--- config.mk ---
export PLATFORM = sky130hd
export DESIGN_NAME = fpalu_top
export DESIGN_NICKNAME = d
export VERILOG_FILES = /design/src/fpalu_pkg.sv /design/src/fpalu_if.sv /design/src/add_align.sv /design/src/booth_mul.sv /design/src/sum_select.sv /design/src/normalize_out.sv /design/src/fpalu_top.sv
export VERILOG_INCLUDE_DIRS = /design/src
export SDC_FILE = /design/constraint.sdc
export NUM_CORES = 1
export LEC_CHECK = 0
export ABC_AREA = 0
export BUFFER_PORTS_ARGS = -buffer_cell sky130_fd_sc_hd__buf_2
export CORE_MARGIN = 4
export CORE_UTILIZATION = 55
export DETAILED_ROUTE_END_ITERATION = 8
export GPL_TIMING_DRIVEN = 0
export HOLD_SLACK_MARGIN = 0.12
export PLACE_DENSITY = 0.74
export SLEW_MARGIN = 20
export SYNTH_ARGS = -nofsm -noshare
export SYNTH_HDL_FRONTEND = slang
export SYNTH_SLANG_ARGS = --single-unit
--- constraint.sdc ---
create_clock -name clk -period 9.2 [get_ports clk]
set_input_delay 0.92 -clock clk [delete_from_list [all_inputs] [get_ports clk]]
set_output_delay 0.92 -clock clk [all_outputs]
set_load 0.01 [all_outputs]
--- src/fpalu_cfg.svh ---
// FP ALU datapath widths, exponent biases and Booth multiplier constants
`ifndef FPALU_CFG_SVH
`define FPALU_CFG_SVH

// Adder view, FP29 with right-aligned denormal mantissa
`define FP_MAN_W 22
`define FP_EXP_W 6
`define FP_BIAS 31

// Sum width, one carry bit over the mantissa
`define MAG_W 23
`define LZ_W 5

// Multiply view, FP16 held in the low bits of each field
`define ML_MAN_W 11
`define ML_EXP_W 5
`define ML_BIAS 15

// Radix-4 Booth recoding of the 11-bit multiplier
`define BR4_DIGITS 6
`define PP_W 12             // Mantissa times two fits here

// Rebias the product exponent into the adder format
`define MUL_EXP_OFS (`FP_BIAS - 2 * `ML_BIAS + 2)

`endif

--- src/fpalu_pkg.sv ---
// Operand word types that give the adder and multiply views of one 29-bit word
`include "fpalu_cfg.svh"

package fpalu_pkg;

	// Adder operand
	typedef struct packed {
		logic                 sgn;
		logic [`FP_EXP_W-1:0] exp;    // Biased by 31
		logic [`FP_MAN_W-1:0] man;    // Right-aligned, no hidden one
	} fp29_t;

	// Multiply view of the same bits
	typedef struct packed {
		logic                           sgn;
		logic [`FP_EXP_W-`ML_EXP_W-1:0] exp_pad;   // Ignored by the multiplier
		logic [`ML_EXP_W-1:0]           exp;       // Biased by 15
		logic [`FP_MAN_W-`ML_MAN_W-1:0] man_pad;   // Ignored as well
		logic [`ML_MAN_W-1:0]           man;
	} fp16_t;

	// One operand word, decoded by op_mul
	typedef union packed {
		fp29_t fp29;
		fp16_t fp16;
	} fp_word_u;

endpackage

--- src/fpalu_if.sv ---
// Pipeline bundles between the align, multiply, sum and normalize stages
`timescale 1ns/1ps
`include "fpalu_cfg.svh"

// Aligned adder operands plus the op and valid relays
interface add_if import fpalu_pkg::*; ();
	logic [`FP_MAN_W-1:0] lhs;       // Larger-exponent mantissa
	logic [`FP_MAN_W-1:0] rhs;       // Smaller one, already shifted
	logic                 sub;       // Signs differ
	logic [`FP_EXP_W-1:0] e_large;
	logic                 s_large;   // Sign of lhs
	logic                 skip;      // lhs is zero, pass other operand
	fp29_t                skip_word;
	logic                 mul;       // Op relay
	logic                 valid;

	modport src (output lhs, rhs, sub, e_large, s_large, skip, skip_word, mul, valid);
	modport dst (input lhs, rhs, sub, e_large, s_large, skip, skip_word, mul, valid);
endinterface

// Booth partial sums ready for the shared adder
interface mul_if ();
	logic [`MAG_W-1:0]    ps0;
	logic [`MAG_W-1:0]    ps1;
	logic                 corr;     // Sign bit of digit 0, enters as carry
	logic [`FP_EXP_W-1:0] e_sum;    // ea5 + eb5
	logic                 sgn;

	modport src (output ps0, ps1, corr, e_sum, sgn);
	modport dst (input ps0, ps1, corr, e_sum, sgn);
endinterface

// Unnormalized result into the output stage
interface norm_if import fpalu_pkg::*; ();
	logic [`MAG_W-1:0]    mag;
	logic [`FP_EXP_W-1:0] e0;       // Exponent before lz adjust
	logic                 sgn;
	logic                 skip;
	fp29_t                skip_word;
	logic                 valid;

	modport src (output mag, e0, sgn, skip, skip_word, valid);
	modport dst (input mag, e0, sgn, skip, skip_word, valid);
endinterface

--- src/add_align.sv ---
// Adder front end with exponent compare, operand swap, alignment shift and zero-skip flag
`timescale 1ns/1ps
`include "fpalu_cfg.svh"

module add_align import fpalu_pkg::*; (
	input  logic     clk,
	input  logic     rst_n,
	input  fp_word_u a,
	input  fp_word_u b,
	input  logic     op_mul,
	input  logic     in_valid,
	add_if.src       add
);

	// Stage 1 compare
	logic [`FP_EXP_W:0]   exp_diff;   // Extra bit holds the borrow
	logic                 b_larger;
	logic [`FP_EXP_W-1:0] d_abs;

	// Stage 1 registers
	fp29_t                l_q;        // Larger-exponent operand
	fp29_t                s_q;        // The other one
	logic [`FP_EXP_W-1:0] d_q;
	logic                 op_q;
	logic                 vld_q;

	// Stage 2 shifter
	logic [`FP_MAN_W-1:0] s_aligned;

	assign exp_diff = {1'b0, a.fp29.exp} - {1'b0, b.fp29.exp};
	assign b_larger = exp_diff[`FP_EXP_W];   // Borrow means eb > ea, ties stay with A
	assign d_abs    = b_larger ? -exp_diff[`FP_EXP_W-1:0] : exp_diff[`FP_EXP_W-1:0];

	always_ff @(posedge clk) begin
		if (b_larger) begin
			l_q <= b.fp29;
			s_q <= a.fp29;
		end else begin
			l_q <= a.fp29;
			s_q <= b.fp29;
		end
		d_q <= d_abs;
	end

	always_ff @(posedge clk) begin
		if (!rst_n) begin
			op_q  <= 1'b0;
			vld_q <= 1'b0;
		end else begin
			op_q  <= op_mul;
			vld_q <= in_valid;
		end
	end

	// Everything shifted out at 22 or more
	assign s_aligned = (d_q >= `FP_MAN_W) ? '0 : s_q.man >> d_q;

	always_ff @(posedge clk) begin
		add.lhs       <= l_q.man;
		add.rhs       <= s_aligned;
		add.sub       <= l_q.sgn ^ s_q.sgn;
		add.e_large   <= l_q.exp;
		add.s_large   <= l_q.sgn;
		add.skip      <= ~op_q & ~|l_q.man;   // Zero lhs would wipe out S
		add.skip_word <= s_q;                 // Unshifted, goes out as is
	end

	// Op and valid relays
	always_ff @(posedge clk) begin
		if (!rst_n) begin
			add.mul   <= 1'b0;
			add.valid <= 1'b0;
		end else begin
			add.mul   <= op_q;
			add.valid <= vld_q;
		end
	end

endmodule

--- src/booth_mul.sv ---
// Radix-4 Booth multiplier front end that reduces six partial products to two sums
`timescale 1ns/1ps
`include "fpalu_cfg.svh"

module booth_mul import fpalu_pkg::*; (
	input  logic     clk,
	input  fp_word_u a,
	input  fp_word_u b,
	mul_if.src       mul
);

	localparam int ENC_W  = 2 * `BR4_DIGITS + 2;   // Multiplier plus guard zeros
	localparam int EXT_W  = `MAG_W - `PP_W - 1;
	localparam int HALF   = `BR4_DIGITS / 2;
	localparam logic [`MAG_W-1:0] UNIT = 1;

	// Sum of -2^(PP_W+2i) over a group of rows, replaces sign extension
	function automatic logic [`MAG_W-1:0] sep_const(input int first, input int last);
		logic [`MAG_W-1:0] k;
		k = '0;
		for (int i = first; i <= last; i++) begin
			k = k - (UNIT << (`PP_W + 2 * i));
		end
		return k;
	endfunction

	localparam logic [`MAG_W-1:0] SEP_K0 = sep_const(0, HALF - 1);
	localparam logic [`MAG_W-1:0] SEP_K1 = sep_const(HALF, `BR4_DIGITS - 1);

	logic [ENC_W-1:0]      mr_ext;
	logic [`PP_W-1:0]      pp_n [`BR4_DIGITS];
	logic [`BR4_DIGITS-1:0] neg_n;
	logic [`ML_EXP_W:0]    esum_n;

	logic [`PP_W-1:0]      pp_q [`BR4_DIGITS];
	logic [`BR4_DIGITS-1:0] neg_q;
	logic [`ML_EXP_W:0]    esum_q;
	logic                  sgn_q;

	logic [`MAG_W-1:0]     ps0_n;
	logic [`MAG_W-1:0]     ps1_n;

	assign mr_ext = {{(ENC_W - `ML_MAN_W - 1){1'b0}}, b.fp16.man, 1'b0};
	assign esum_n = {1'b0, a.fp16.exp} + {1'b0, b.fp16.exp};

	// Recode and build one's complement partial products
	always_comb begin
		logic [2:0]       digit;
		logic [`PP_W-1:0] mag;
		for (int i = 0; i < `BR4_DIGITS; i++) begin
			digit    = mr_ext[2*i +: 3];
			neg_n[i] = digit[2] & ~(digit[1] & digit[0]);
			if (digit[1] ^ digit[0])
				mag = {1'b0, a.fp16.man};          // +-1
			else if (digit[2] ^ digit[1])
				mag = {a.fp16.man, 1'b0};          // +-2
			else
				mag = '0;
			pp_n[i] = neg_n[i] ? ~mag : mag;    // +1 added later
		end
	end

	always_ff @(posedge clk) begin
		pp_q   <= pp_n;
		neg_q  <= neg_n;
		esum_q <= esum_n;
		sgn_q  <= a.fp16.sgn ^ b.fp16.sgn;
	end

	// Low half of rows into ps0, high half into ps1
	always_comb begin
		logic [`MAG_W-1:0] row;
		ps0_n = SEP_K0;
		ps1_n = SEP_K1;
		for (int i = 0; i < `BR4_DIGITS; i++) begin
			row = {{EXT_W{1'b0}}, ~neg_q[i], pp_q[i]} << (2 * i);
			if (i > 0 && neg_q[i])
				row = row + (UNIT << (2 * i));  // Digit 0 uses corr instead
			if (i < HALF)
				ps0_n = ps0_n + row;
			else
				ps1_n = ps1_n + row;
		end
	end

	always_ff @(posedge clk) begin
		mul.ps0   <= ps0_n;
		mul.ps1   <= ps1_n;
		mul.corr  <= neg_q[0];
		mul.e_sum <= esum_q;
		mul.sgn   <= sgn_q;
	end

endmodule

--- src/sum_select.sv ---
// Shared carry-lookahead sum for both ops with sign fix-up and result select
`timescale 1ns/1ps
`include "fpalu_cfg.svh"

module sum_select (
	input  logic clk,
	input  logic rst_n,
	add_if.dst   add,
	mul_if.dst   mul,
	norm_if.src  norm
);

	localparam logic [`FP_EXP_W-1:0] MUL_OFS = `MUL_EXP_OFS;

	logic [`MAG_W-1:0]    cla_a;
	logic [`MAG_W-1:0]    cla_b;
	logic                 cla_cin;
	logic [`MAG_W-1:0]    g;
	logic [`MAG_W-1:0]    p;
	logic [`MAG_W-1:0]    carry;       // Carry into each bit
	logic [`MAG_W-1:0]    cla_s;
	logic                 grp_g;
	logic                 grp_p;
	logic                 grp_c;       // Carry into current 4-bit group
	logic                 diff_neg;
	logic [`MAG_W-1:0]    mag_n;
	logic                 sgn_n;
	logic [`FP_EXP_W-1:0] e0_n;

	// Operand mux, subtract as invert plus carry-in
	always_comb begin
		if (add.mul) begin
			cla_a   = mul.ps0;
			cla_b   = mul.ps1;
			cla_cin = mul.corr;
		end else begin
			cla_a   = {1'b0, add.lhs};
			cla_b   = add.sub ? ~{1'b0, add.rhs} : {1'b0, add.rhs};
			cla_cin = add.sub;
		end
	end

	assign g = cla_a & cla_b;
	assign p = cla_a ^ cla_b;

	// Lookahead inside 4-bit groups, groups chained
	always_comb begin
		grp_c = cla_cin;
		grp_g = 1'b0;
		grp_p = 1'b1;
		for (int k = 0; k < `MAG_W; k++) begin
			if (k % 4 == 0) begin
				grp_g = 1'b0;
				grp_p = 1'b1;
			end
			carry[k] = grp_g | (grp_p & grp_c);
			grp_g    = g[k] | (p[k] & grp_g);
			grp_p    = p[k] & grp_p;
			if (k % 4 == 3)
				grp_c = grp_g | (grp_p & grp_c);
		end
	end

	assign cla_s = p ^ carry;

	// Negative difference, S had the larger magnitude
	assign diff_neg = ~add.mul & add.sub & cla_s[`MAG_W-1];
	assign mag_n    = diff_neg ? -cla_s : cla_s;
	assign sgn_n    = add.mul ? mul.sgn : (add.s_large ^ diff_neg);
	assign e0_n     = add.mul ? (mul.e_sum + MUL_OFS) : (add.e_large + 1'b1);

	always_ff @(posedge clk) begin
		norm.mag       <= mag_n;
		norm.e0        <= e0_n;
		norm.sgn       <= sgn_n;
		norm.skip      <= add.skip;
		norm.skip_word <= add.skip_word;
	end

	always_ff @(posedge clk) begin
		if (!rst_n)
			norm.valid <= 1'b0;
		else
			norm.valid <= add.valid;
	end

endmodule

--- src/normalize_out.sv ---
// Output stage with leading-zero count, left shift and exponent adjust
`timescale 1ns/1ps
`include "fpalu_cfg.svh"

module normalize_out import fpalu_pkg::*; (
	input  logic                 clk,
	input  logic                 rst_n,
	norm_if.dst                  norm,
	output logic                 y_sgn,
	output logic [`FP_EXP_W-1:0] y_exp,
	output logic [`FP_MAN_W-1:0] y_man,
	output logic                 out_valid
);

	localparam logic [`LZ_W-1:0] LZ_TOP = `MAG_W - 1;

	logic [`LZ_W-1:0]     lz_n;

	// Stage registers
	logic [`LZ_W-1:0]     lz_q;
	logic [`MAG_W-1:0]    mag_q;
	logic [`FP_EXP_W-1:0] e0_q;
	logic                 sgn_q;
	logic                 skip_q;
	fp29_t                skip_word_q;
	logic                 vld_q;

	logic [`MAG_W-1:0]    shifted;

	// Highest set bit wins, zero mag handled below
	always_comb begin
		lz_n = '0;
		for (int i = 0; i < `MAG_W; i++) begin
			if (norm.mag[i])
				lz_n = LZ_TOP - i[`LZ_W-1:0];
		end
	end

	always_ff @(posedge clk) begin
		lz_q        <= lz_n;
		mag_q       <= norm.mag;
		e0_q        <= norm.e0;
		sgn_q       <= norm.sgn;
		skip_q      <= norm.skip;
		skip_word_q <= norm.skip_word;
	end

	always_ff @(posedge clk) begin
		if (!rst_n)
			vld_q <= 1'b0;
		else
			vld_q <= norm.valid;
	end

	assign shifted = mag_q << lz_q;   // MSB now set

	always_comb begin
		if (skip_q) begin
			y_sgn = skip_word_q.sgn;      // Passthrough of S
			y_exp = skip_word_q.exp;
			y_man = skip_word_q.man;
		end else if (mag_q == '0) begin
			y_sgn = 1'b0;                 // Clean zero
			y_exp = '0;
			y_man = '0;
		end else begin
			y_sgn = sgn_q;
			y_exp = e0_q - {1'b0, lz_q};  // Wraps mod 64
			y_man = shifted[`MAG_W-1:1];  // Top 22 bits
		end
	end

	assign out_valid = vld_q;

endmodule

--- src/fpalu_top.sv ---
// FP ALU top level, FP29 add or FP16 multiply with four-cycle latency
`timescale 1ns/1ps
`include "fpalu_cfg.svh"

module fpalu_top import fpalu_pkg::*; (
	input  logic                 clk,
	input  logic                 rst_n,
	input  logic                 op_mul,     // High selects multiply
	input  logic                 in_valid,
	input  logic                 a_sgn,
	input  logic [`FP_EXP_W-1:0] a_exp,
	input  logic [`FP_MAN_W-1:0] a_man,
	input  logic                 b_sgn,
	input  logic [`FP_EXP_W-1:0] b_exp,
	input  logic [`FP_MAN_W-1:0] b_man,
	output logic                 y_sgn,
	output logic [`FP_EXP_W-1:0] y_exp,
	output logic [`FP_MAN_W-1:0] y_man,
	output logic                 out_valid
);

	fp_word_u a_word;
	fp_word_u b_word;

	add_if  add_bus ();
	mul_if  mul_bus ();
	norm_if norm_bus ();

	// Ports into operand words, each stage picks its own view
	assign a_word.fp29 = '{sgn: a_sgn, exp: a_exp, man: a_man};
	assign b_word.fp29 = '{sgn: b_sgn, exp: b_exp, man: b_man};

	// Stages 1 and 2
	add_align add_align_inst (
		.clk      (clk),
		.rst_n    (rst_n),
		.a        (a_word),
		.b        (b_word),
		.op_mul   (op_mul),
		.in_valid (in_valid),
		.add      (add_bus)
	);

	booth_mul booth_mul_inst (
		.clk (clk),
		.a   (a_word),
		.b   (b_word),
		.mul (mul_bus)
	);

	// Stage 3
	sum_select sum_select_inst (
		.clk   (clk),
		.rst_n (rst_n),
		.add   (add_bus),
		.mul   (mul_bus),
		.norm  (norm_bus)
	);

	// Stage 4
	normalize_out normalize_out_inst (
		.clk       (clk),
		.rst_n     (rst_n),
		.norm      (norm_bus),
		.y_sgn     (y_sgn),
		.y_exp     (y_exp),
		.y_man     (y_man),
		.out_valid (out_valid)
	);

endmodule

==> impl_metrics.env, run 1 <==
export IMPL_num_io_pins=92
export IMPL_gr_total_overflow=0
export IMPL_die_w_um=195
export IMPL_ir_drop_mv=0.209
export IMPL_path_clk_slew_ps=60
export IMPL_swShare_pct=37.5
export IMPL_grt_first_pass_wirelength_mm=81.5
export IMPL_cpMaxStageDelayCell="clkbuf_1"
export IMPL_finalHoldViolations=0
export IMPL_die_h_um=195
export IMPL_ant_nets=0
export IMPL_pwr_share_seq_pct=34.4
export IMPL_critPathLaunch="add_align_inst.add.mul$_SDFF_PN0_"
export IMPL_max_freq_mhz=196
export IMPL_drive_above_1_share_pct=12.1
export IMPL_fill_cells=2964
export IMPL_nets=2357
export IMPL_path_max_fanout=10
export IMPL_start_util_pct=55.7
export IMPL_drv_cap=0
export IMPL_wl_met3_mm=3.01
export IMPL_syn_area_per_cell_um2=9.48
export IMPL_m1WireLength_mm=22.1
export IMPL_path_delay_family="simple AND/OR/NAND/NOR gates"
export IMPL_clk_latency_ps=570
export IMPL_layout_common_cells="dfxtp_1, nand2_1, xnor2_1"
export IMPL_yosysWarnings=0
export IMPL_htree_levels=2
export IMPL_wl_met2_mm=24.7
export IMPL_seq_area_frac_synth_pct=42.4
export IMPL_critPathArrivalTime_ps=5590
export IMPL_r2r_start="add_align_inst.add.mul$_SDFF_PN0_"
export IMPL_grt_max_degree=16
export IMPL_intPower_w=0.00445
export IMPL_hpwl_mm=40.5
export IMPL_ys_ff_latch=408
export IMPL_setup_viol=0
export IMPL_hold_slack_ps=323
export IMPL_fin_setup_tns_ps=0
export IMPL_synth_edf_count=0
export IMPL_wl_mm=52.4
export IMPL_fin_crit_ps=5100
export IMPL_p_leak_nw=8.90
export IMPL_cp_num_buf_inv=2
export IMPL_cts_resized=0
export IMPL_drt_initial_drc_count=938
export IMPL_synthFlopType="dfxtp_1"
export IMPL_start_kind="register"
export IMPL_rsz0062_at_grt="false"
export IMPL_p_comb_share_pct=42.0
export IMPL_status="completed"
export IMPL_synthToLayoutAreaGrowth_pct=12.6
export IMPL_highest_layer="met5"
export IMPL_gp_congestion=1.01
export IMPL_path_depth=14
export IMPL_postCtsSetupRepairBufs=0
export IMPL_crit_required_ps=9690
export IMPL_cts_buffers=41
export IMPL_synthesis_area_um2=19200
export IMPL_power_density_nw_per_um2=329
export IMPL_cts_buffer_depth=3
export IMPL_crit_path_end_kind="register"
export IMPL_hold_path_class="register to register"
export IMPL_grt_use_total_pct=26.9
export IMPL_firstDrtPassIters=6
export IMPL_cts_root_buffer="clkbuf_16"
export IMPL_grt_pass1_vias=14800
export IMPL_wire_per_inst_um=19.7
export IMPL_vias=15100
export IMPL_die_area_um2=38100
export IMPL_port_buffers=90
export IMPL_cts_sinks=408
export IMPL_antenna_found_initial=1
export IMPL_cp_cell_sequence="buf_1, clkbuf_1, mux2_2, ha_1, and3_1, a221oi_4, o21bai_1, fa_1, xor2_1, nor3_1, nand4_2, or4_1, a311oi_2, xnor2_1"
export IMPL_finalMaxSlewViolations=0
export IMPL_regToRegSetupSlack_ps=4100
export IMPL_critPathKind="register to register"
export IMPL_skew_ps=15.8
export IMPL_relSlewSlack_pct=29.1
export IMPL_layout_commonest_cell="dfxtp_1"
export IMPL_cpPeakStageDelay_ps=640
export IMPL_tightest_slew_ps=1060
export IMPL_synth_cell_types=71
export IMPL_worstSetupEndpoint="sum_select_inst.norm.mag[11]$_DFF_P_"
export IMPL_cts_hold_buf=0
export IMPL_num_rows=68
export IMPL_via_per_inst=5.69
export IMPL_drcViolationCount=0
export IMPL_core_area_um2=34500
export IMPL_power_net_switching_w=0.00267
export IMPL_cts_tree="built"
export IMPL_async_reset_ff_share_pct=0
export IMPL_period_share_pct=55.5
export IMPL_reg2reg_depth=14
export IMPL_reg2reg_to="sum_select_inst.norm.mag[11]$_DFF_P_"
export IMPL_netlist_instances=2031
export IMPL_p_clk_share_pct=23.7
## synthesized netlist by cell type, types with 41 or more instances
| library cell | n | area (um2) |
|---|---|---|
| dfxtp_1 | 408 | 8170 |
| nor2_1 | 123 | 462 |
| xnor2_1 | 157 | 1380 |
| o21ai_0 | 135 | 676 |
| inv_1 | 68 | 255 |
| ha_1 | 97 | 1210 |
| a21oi_1 | 115 | 576 |
| mux2_2 | 86 | 968 |
| a221oi_1 | 41 | 359 |
| clkbuf_1 | 100 | 375 |
| nand2_1 | 233 | 875 |
| mux2i_1 | 48 | 480 |
## layout make-up
cell class / count / area (um2) / area share [%]
buffer: 121 / 463 / 2.14
multi-input combinational: 1435 / 10400 / 47.8
timing repair buffer: 90 / 450 / 2.08
inverter: 69 / 259 / 1.19
antenna: 1 / 2.50 / 0.0115
sequential: 408 / 8170 / 37.7
clock buffer: 58 / 1180 / 5.44
tap: 455 / 569 / 2.63
clock inverter: 17 / 219 / 1.01
## flip-flops by register name, indices dropped and copies added, names as in the netlist, 6 cells and up
signal	cells
booth_mul_inst.pp_q	72
add_align_inst.add.skip_word	29
add_align_inst.l_q	29
add_align_inst.s_q	29
normalize_out_inst.skip_word_q	29
sum_select_inst.norm.skip_word	29
booth_mul_inst.mul.ps0	23
normalize_out_inst.mag_q	23
sum_select_inst.norm.mag	23
add_align_inst.add.lhs	22
add_align_inst.add.rhs	22
booth_mul_inst.mul.ps1	17
add_align_inst.add.e_large	6
add_align_inst.d_q	6
booth_mul_inst.mul.e_sum	6
normalize_out_inst.e0_q	6
sum_select_inst.norm.e0	6
## how the worst min path moves through the flow
| stage | from | end | cells after the start |
|---|---|---|---|
| after detailed placement | booth_mul_inst.esum_q[5]$_DFF_P_ | booth_mul_inst.mul.e_sum[5]$_DFF_P_ | 0 |
| after global routing | sum_select_inst.norm.e0[0]$_DFF_P_ | normalize_out_inst.e0_q[0]$_DFF_P_ | 0 |
| after CTS | sum_select_inst.norm.skip_word[25]$_DFF_P_ | normalize_out_inst.skip_word_q[25]$_DFF_P_ | 0 |
| after global placement | add_align_inst.add.skip_word[22]$_DFF_P_ | sum_select_inst.norm.skip_word[22]$_DFF_P_ | 0 |
| final | sum_select_inst.norm.skip_word[27]$_DFF_P_ | normalize_out_inst.skip_word_q[27]$_DFF_P_ | 0 |
| after floorplan | add_align_inst.l_q[22]$_DFF_P_ | add_align_inst.add.e_large[0]$_DFF_P_ | 0 |
## worst register-to-register path: cells and delay by family, from the launching register on
family,cells,cell delay (ps)
simple gates,4,1250
fa+ha+maj,2,700
mux,1,460
xor+xnor,2,350
flops,1,420
compound gates,3,760
buf+inv,2,1100
## kinds of logic (layout without fill, tap and decap cells)
kind of cell / Yosys count / after routing / synth area share [%]
and+or+nand+nor: 530 / 530 / 12.4
AOI/OAI and AO/OA: 439 / 439 / 14.6
DFF: 408 / 408 / 42.4
xor gates and xnor gates: 192 / 192 / 8.74
buffers and inverters: 190 / 355 / 3.75
muxes: 142 / 142 / 8.46
adders and majority gates: 129 / 129 / 9.63
other: 1 / 4 / 0.0195
## per-stage QoR
stage | area [um2] | std cells | util (%) | total power (W) | setup slack (ps)
floorplan | 19300 | 2033 | - | 0.00458 | 4930
global placement | 20300 | 2578 | 58.7 | 0.00535 | 4220
detailed placement | 20300 | 2578 | 58.7 | 0.00542 | 4150
CTS | 21700 | 2653 | 62.7 | 0.00711 | 4100
global route | 21700 | 2653 | 62.7 | 0.00755 | 3830
finish | 21700 | 2654 | 62.7 | 0.00713 | 4100
## power by group through the flow
stage	clock, W	combinational, W	sequential, W
after floorplan	0	0.00221	0.00237
after global placement	0	0.00288	0.00247
after detailed placement	0	0.00294	0.00248
after CTS	0.00171	0.00296	0.00245
after global routing	0.00178	0.00328	0.00249
final	0.00169	0.00299	0.00245
## per-layer routing
metal	track usage [%]	vias up
met5	0	-
met4	12.1	2
met1	33.8	7075
met3	3.74	149
met2	46.0	560
li1	-	7326
No activity file was read; power rests on OpenSTA's default activity.
==> run 2: changes to the inputs <==
--- a/config.mk
+++ b/config.mk
@@ -6,7 +6,7 @@
 export SDC_FILE = /design/constraint.sdc
 export NUM_CORES = 1
 export LEC_CHECK = 0
-export ABC_AREA = 0
+export ABC_AREA = 1
 export BUFFER_PORTS_ARGS = -buffer_cell sky130_fd_sc_hd__buf_2
 export CORE_MARGIN = 4
 export CORE_UTILIZATION = 55
==> constraint.sdc (replaced) <==
create_clock -name clk -period 4.9 [get_ports clk]
set_input_delay 0.49 -clock clk [delete_from_list [all_inputs] [get_ports clk]]
set_output_delay 0.49 -clock clk [all_outputs]
set_load 0.01 [all_outputs]
==> run 2 against run 1 <==
Final cell count rose by 9.9%. Highest routed layer is now met4. Critical path type unchanged. Maximum frequency rose by 17%. Power rose by 86%. Die area fell by 2.9%. Register-to-register slack got worse by 3600 ps. Sequential power rose by 87%.
==> impl_metrics.env, run 2 <==
export IMPL_yosysTopAreaCell="dfxtp_1"
export IMPL_wire_per_inst_um=17.5
export IMPL_ir_drop_mv=0.302
export IMPL_place_area_um2=19700
export IMPL_cts_buffer_depth=3
export IMPL_synthToLayoutAreaGrowth_pct=13.1
export IMPL_die_w_um=192
export IMPL_synth_top_family_by_area="simple AND/OR/NAND/NOR gates"
export IMPL_start_util_pct=55.6
export IMPL_yosysMostFrequentCell="nand2_1"
export IMPL_setup_slack_ps=546
export IMPL_clk_latency_ps=560
export IMPL_yosys_top_cells_count="nand2_1, dfxtp_1, o21ai_0"
export IMPL_diodes=0
export IMPL_core_area_um2=33500
export IMPL_num_rows=67
export IMPL_synth_top_area_share_pct=43.8
export IMPL_cpPeakStageDelay_ps=490
export IMPL_synthesis_area_um2=18700
export IMPL_ant_nets=0
export IMPL_crit_path_end_kind="register"
export IMPL_nets=2627
export IMPL_seq_area_frac_synth_pct=43.8
export IMPL_p_leak_nw=9.86
export IMPL_critPathArrivalTime_ps=4800
export IMPL_hold_path_class="primary input to register"
export IMPL_fin_setup_tns_ps=0
export IMPL_layout_common_cells="nand2_1, dfxtp_1, o21ai_0"
export IMPL_top_register="booth_mul_inst.pp_q"
export IMPL_dp_slack_ps=222
export IMPL_die_area_um2=36900
export IMPL_hold_slack_ps=152
export IMPL_power_density_nw_per_um2=629
export IMPL_cts_root_buffer="clkbuf_16"
export IMPL_path_common_cell="nand2_1"
export IMPL_netlist_instances=2303
export IMPL_finalMaxSlewViolations=0
export IMPL_setup_viol=0
export IMPL_hpwl_mm=40.3
export IMPL_fin_crit_ps=4350
export IMPL_htree_levels=2
export IMPL_synth_xor_area_share_pct=8.35
export IMPL_drcViolationCount=0
export IMPL_start_kind="register"
export IMPL_gp_congestion=0.947
export IMPL_cts_sinks=408
export IMPL_grt_pass1_vias=15200
export IMPL_drv_cap=0
export IMPL_postCtsSetupRepairBufs=0
export IMPL_yosysWarnings=0
export IMPL_gr_total_overflow=0
export IMPL_synth_cell_types=54
export IMPL_synth_edf_count=0
export IMPL_via_per_inst=5.25
export IMPL_die_h_um=192
export IMPL_relSlewSlack_pct=31.2
export IMPL_finalHoldViolations=0
export IMPL_wl_mm=51.1
export IMPL_cts_buffers=42
export IMPL_synthSimpleGateAreaFrac_pct=18.8
export IMPL_rsz0062_at_grt="false"
export IMPL_synthMuxAreaShare_pct=0.335
export IMPL_status="completed"
export IMPL_drive_above_1_share_pct=7.82
export IMPL_antenna_found_initial=0
export IMPL_port_buffers=85
export IMPL_async_reset_ff_share_pct=0
export IMPL_tightest_slew_ps=1020
export IMPL_layout_commonest_cell="nand2_1"
export IMPL_yosys_top_cells_area="dfxtp_1, nand2_1, ha_1, o21ai_0, xor2_1"
export IMPL_ys_ff_latch=408
export IMPL_crit_required_ps=5350
export IMPL_drt_initial_drc_count=933
export IMPL_fill_cells=2939
export IMPL_period_share_pct=88.9
export IMPL_grt_use_total_pct=27.9
export IMPL_synth_compound_area_share_pct=12.1
export IMPL_synth_fa_ha_area_share_pct=9.94
export IMPL_syn_area_per_cell_um2=8.10
export IMPL_skew_ps=14.5
export IMPL_vias=15300
export IMPL_grt_first_pass_wirelength_mm=80.2
export IMPL_largest_reg_flops=72
export IMPL_max_freq_mhz=230
export IMPL_firstDrtPassIters=6
export IMPL_path_max_fanout=10
export IMPL_synthFlopType="dfxtp_1"
export IMPL_critPathKind="register to register"
export IMPL_cts_tree="built"
export IMPL_num_io_pins=92
export IMPL_path_clk_slew_ps=60
export IMPL_grt_max_degree=17
export IMPL_cpMaxStageDelayCell="dfxtp_1"
export IMPL_fin_area_um2=21100
## run 2: routing by layer
metal | track usage [%] | wire [um] | up-vias
li1 | - | - | 7721
met1 | 34.2 | 21000 | 6957
met2 | 50.3 | 25200 | 505
met3 | 3.00 | 2680 | 119
met4 | 11.1 | 2150 | 0
met5 | 0 | 0 | -
## run 2: per-stage QoR
step                      cells  power, W  utilization, %
final                      2916    0.0133            62.9
after global routing       2916    0.0143            62.9
after CTS                  2916    0.0133            62.9
after detailed placement   2838    0.0101            58.6
after global placement     2838   0.00996            58.6
after floorplan            2305   0.00844               -
## run 2: logic make-up after synthesis
logic type	after synthesis
multiplexers	6
AND/OR/NAND/NOR	844
AO/OA/AOI/OAI	412
other	1
adder cells (fa/ha/maj)	129
XOR/XNOR	177
flip-flops	408
buffers and inverters	326
## run 2: layout make-up
| class | instances | area, um2 | share of cell area, % |
|---|---|---|---|
| flip-flops and latches | 408 | 8170 | 38.7 |
| clock buffers | 58 | 1170 | 5.55 |
| clock inverters | 18 | 246 | 1.17 |
| inverters | 230 | 863 | 4.09 |
| plain buffers | 96 | 382 | 1.81 |
| well taps | 448 | 561 | 2.66 |
| repair buffers | 87 | 445 | 2.11 |
| multi-input cells | 1571 | 9260 | 43.9 |
## run 2: critical path: cells and delay by family (launching register included)
family	cells	cell delay [ps]
adders and majority gates	2	780
xor gates and xnor gates	1	160
buffers and inverters	5	870
and+or+nand+nor	17	1610
AOI/OAI and AO/OA	2	350
DFF	1	490
## run 2: path summary, 6_finish.rpt
| path | from | endpoint | slack, ps | cells past startpoint |
|---|---|---|---|---|
| min | b_man[1] | booth_mul_inst.neg_q[0]$_DFF_P_ | 150 | 1 |
| max | add_align_inst.add.mul$_SDFF_PN0_ | sum_select_inst.norm.mag[21]$_DFF_P_ | 550 | 27 |
| min reg2reg | sum_select_inst.norm.skip_word[14]$_DFF_P_ | normalize_out_inst.skip_word_q[14]$_DFF_P_ | 320 | 0 |
| max reg2reg | add_align_inst.add.mul$_SDFF_PN0_ | sum_select_inst.norm.mag[21]$_DFF_P_ | 550 | 27 |
## run 2: timing repair
action,in CTS,in global routing
hold endpoints to repair,2,0
hold buffers,2,0
endpoints found under the setup margin,0,6
resized for setup,0,9
## run 2: power breakdown
group / internal, W / switching (W)
combinational: 0.00199 / 0.00347
clock: 0.00187 / 0.00134
sequential: 0.00415 / 0.000443
total: 0.00801 / 0.00526
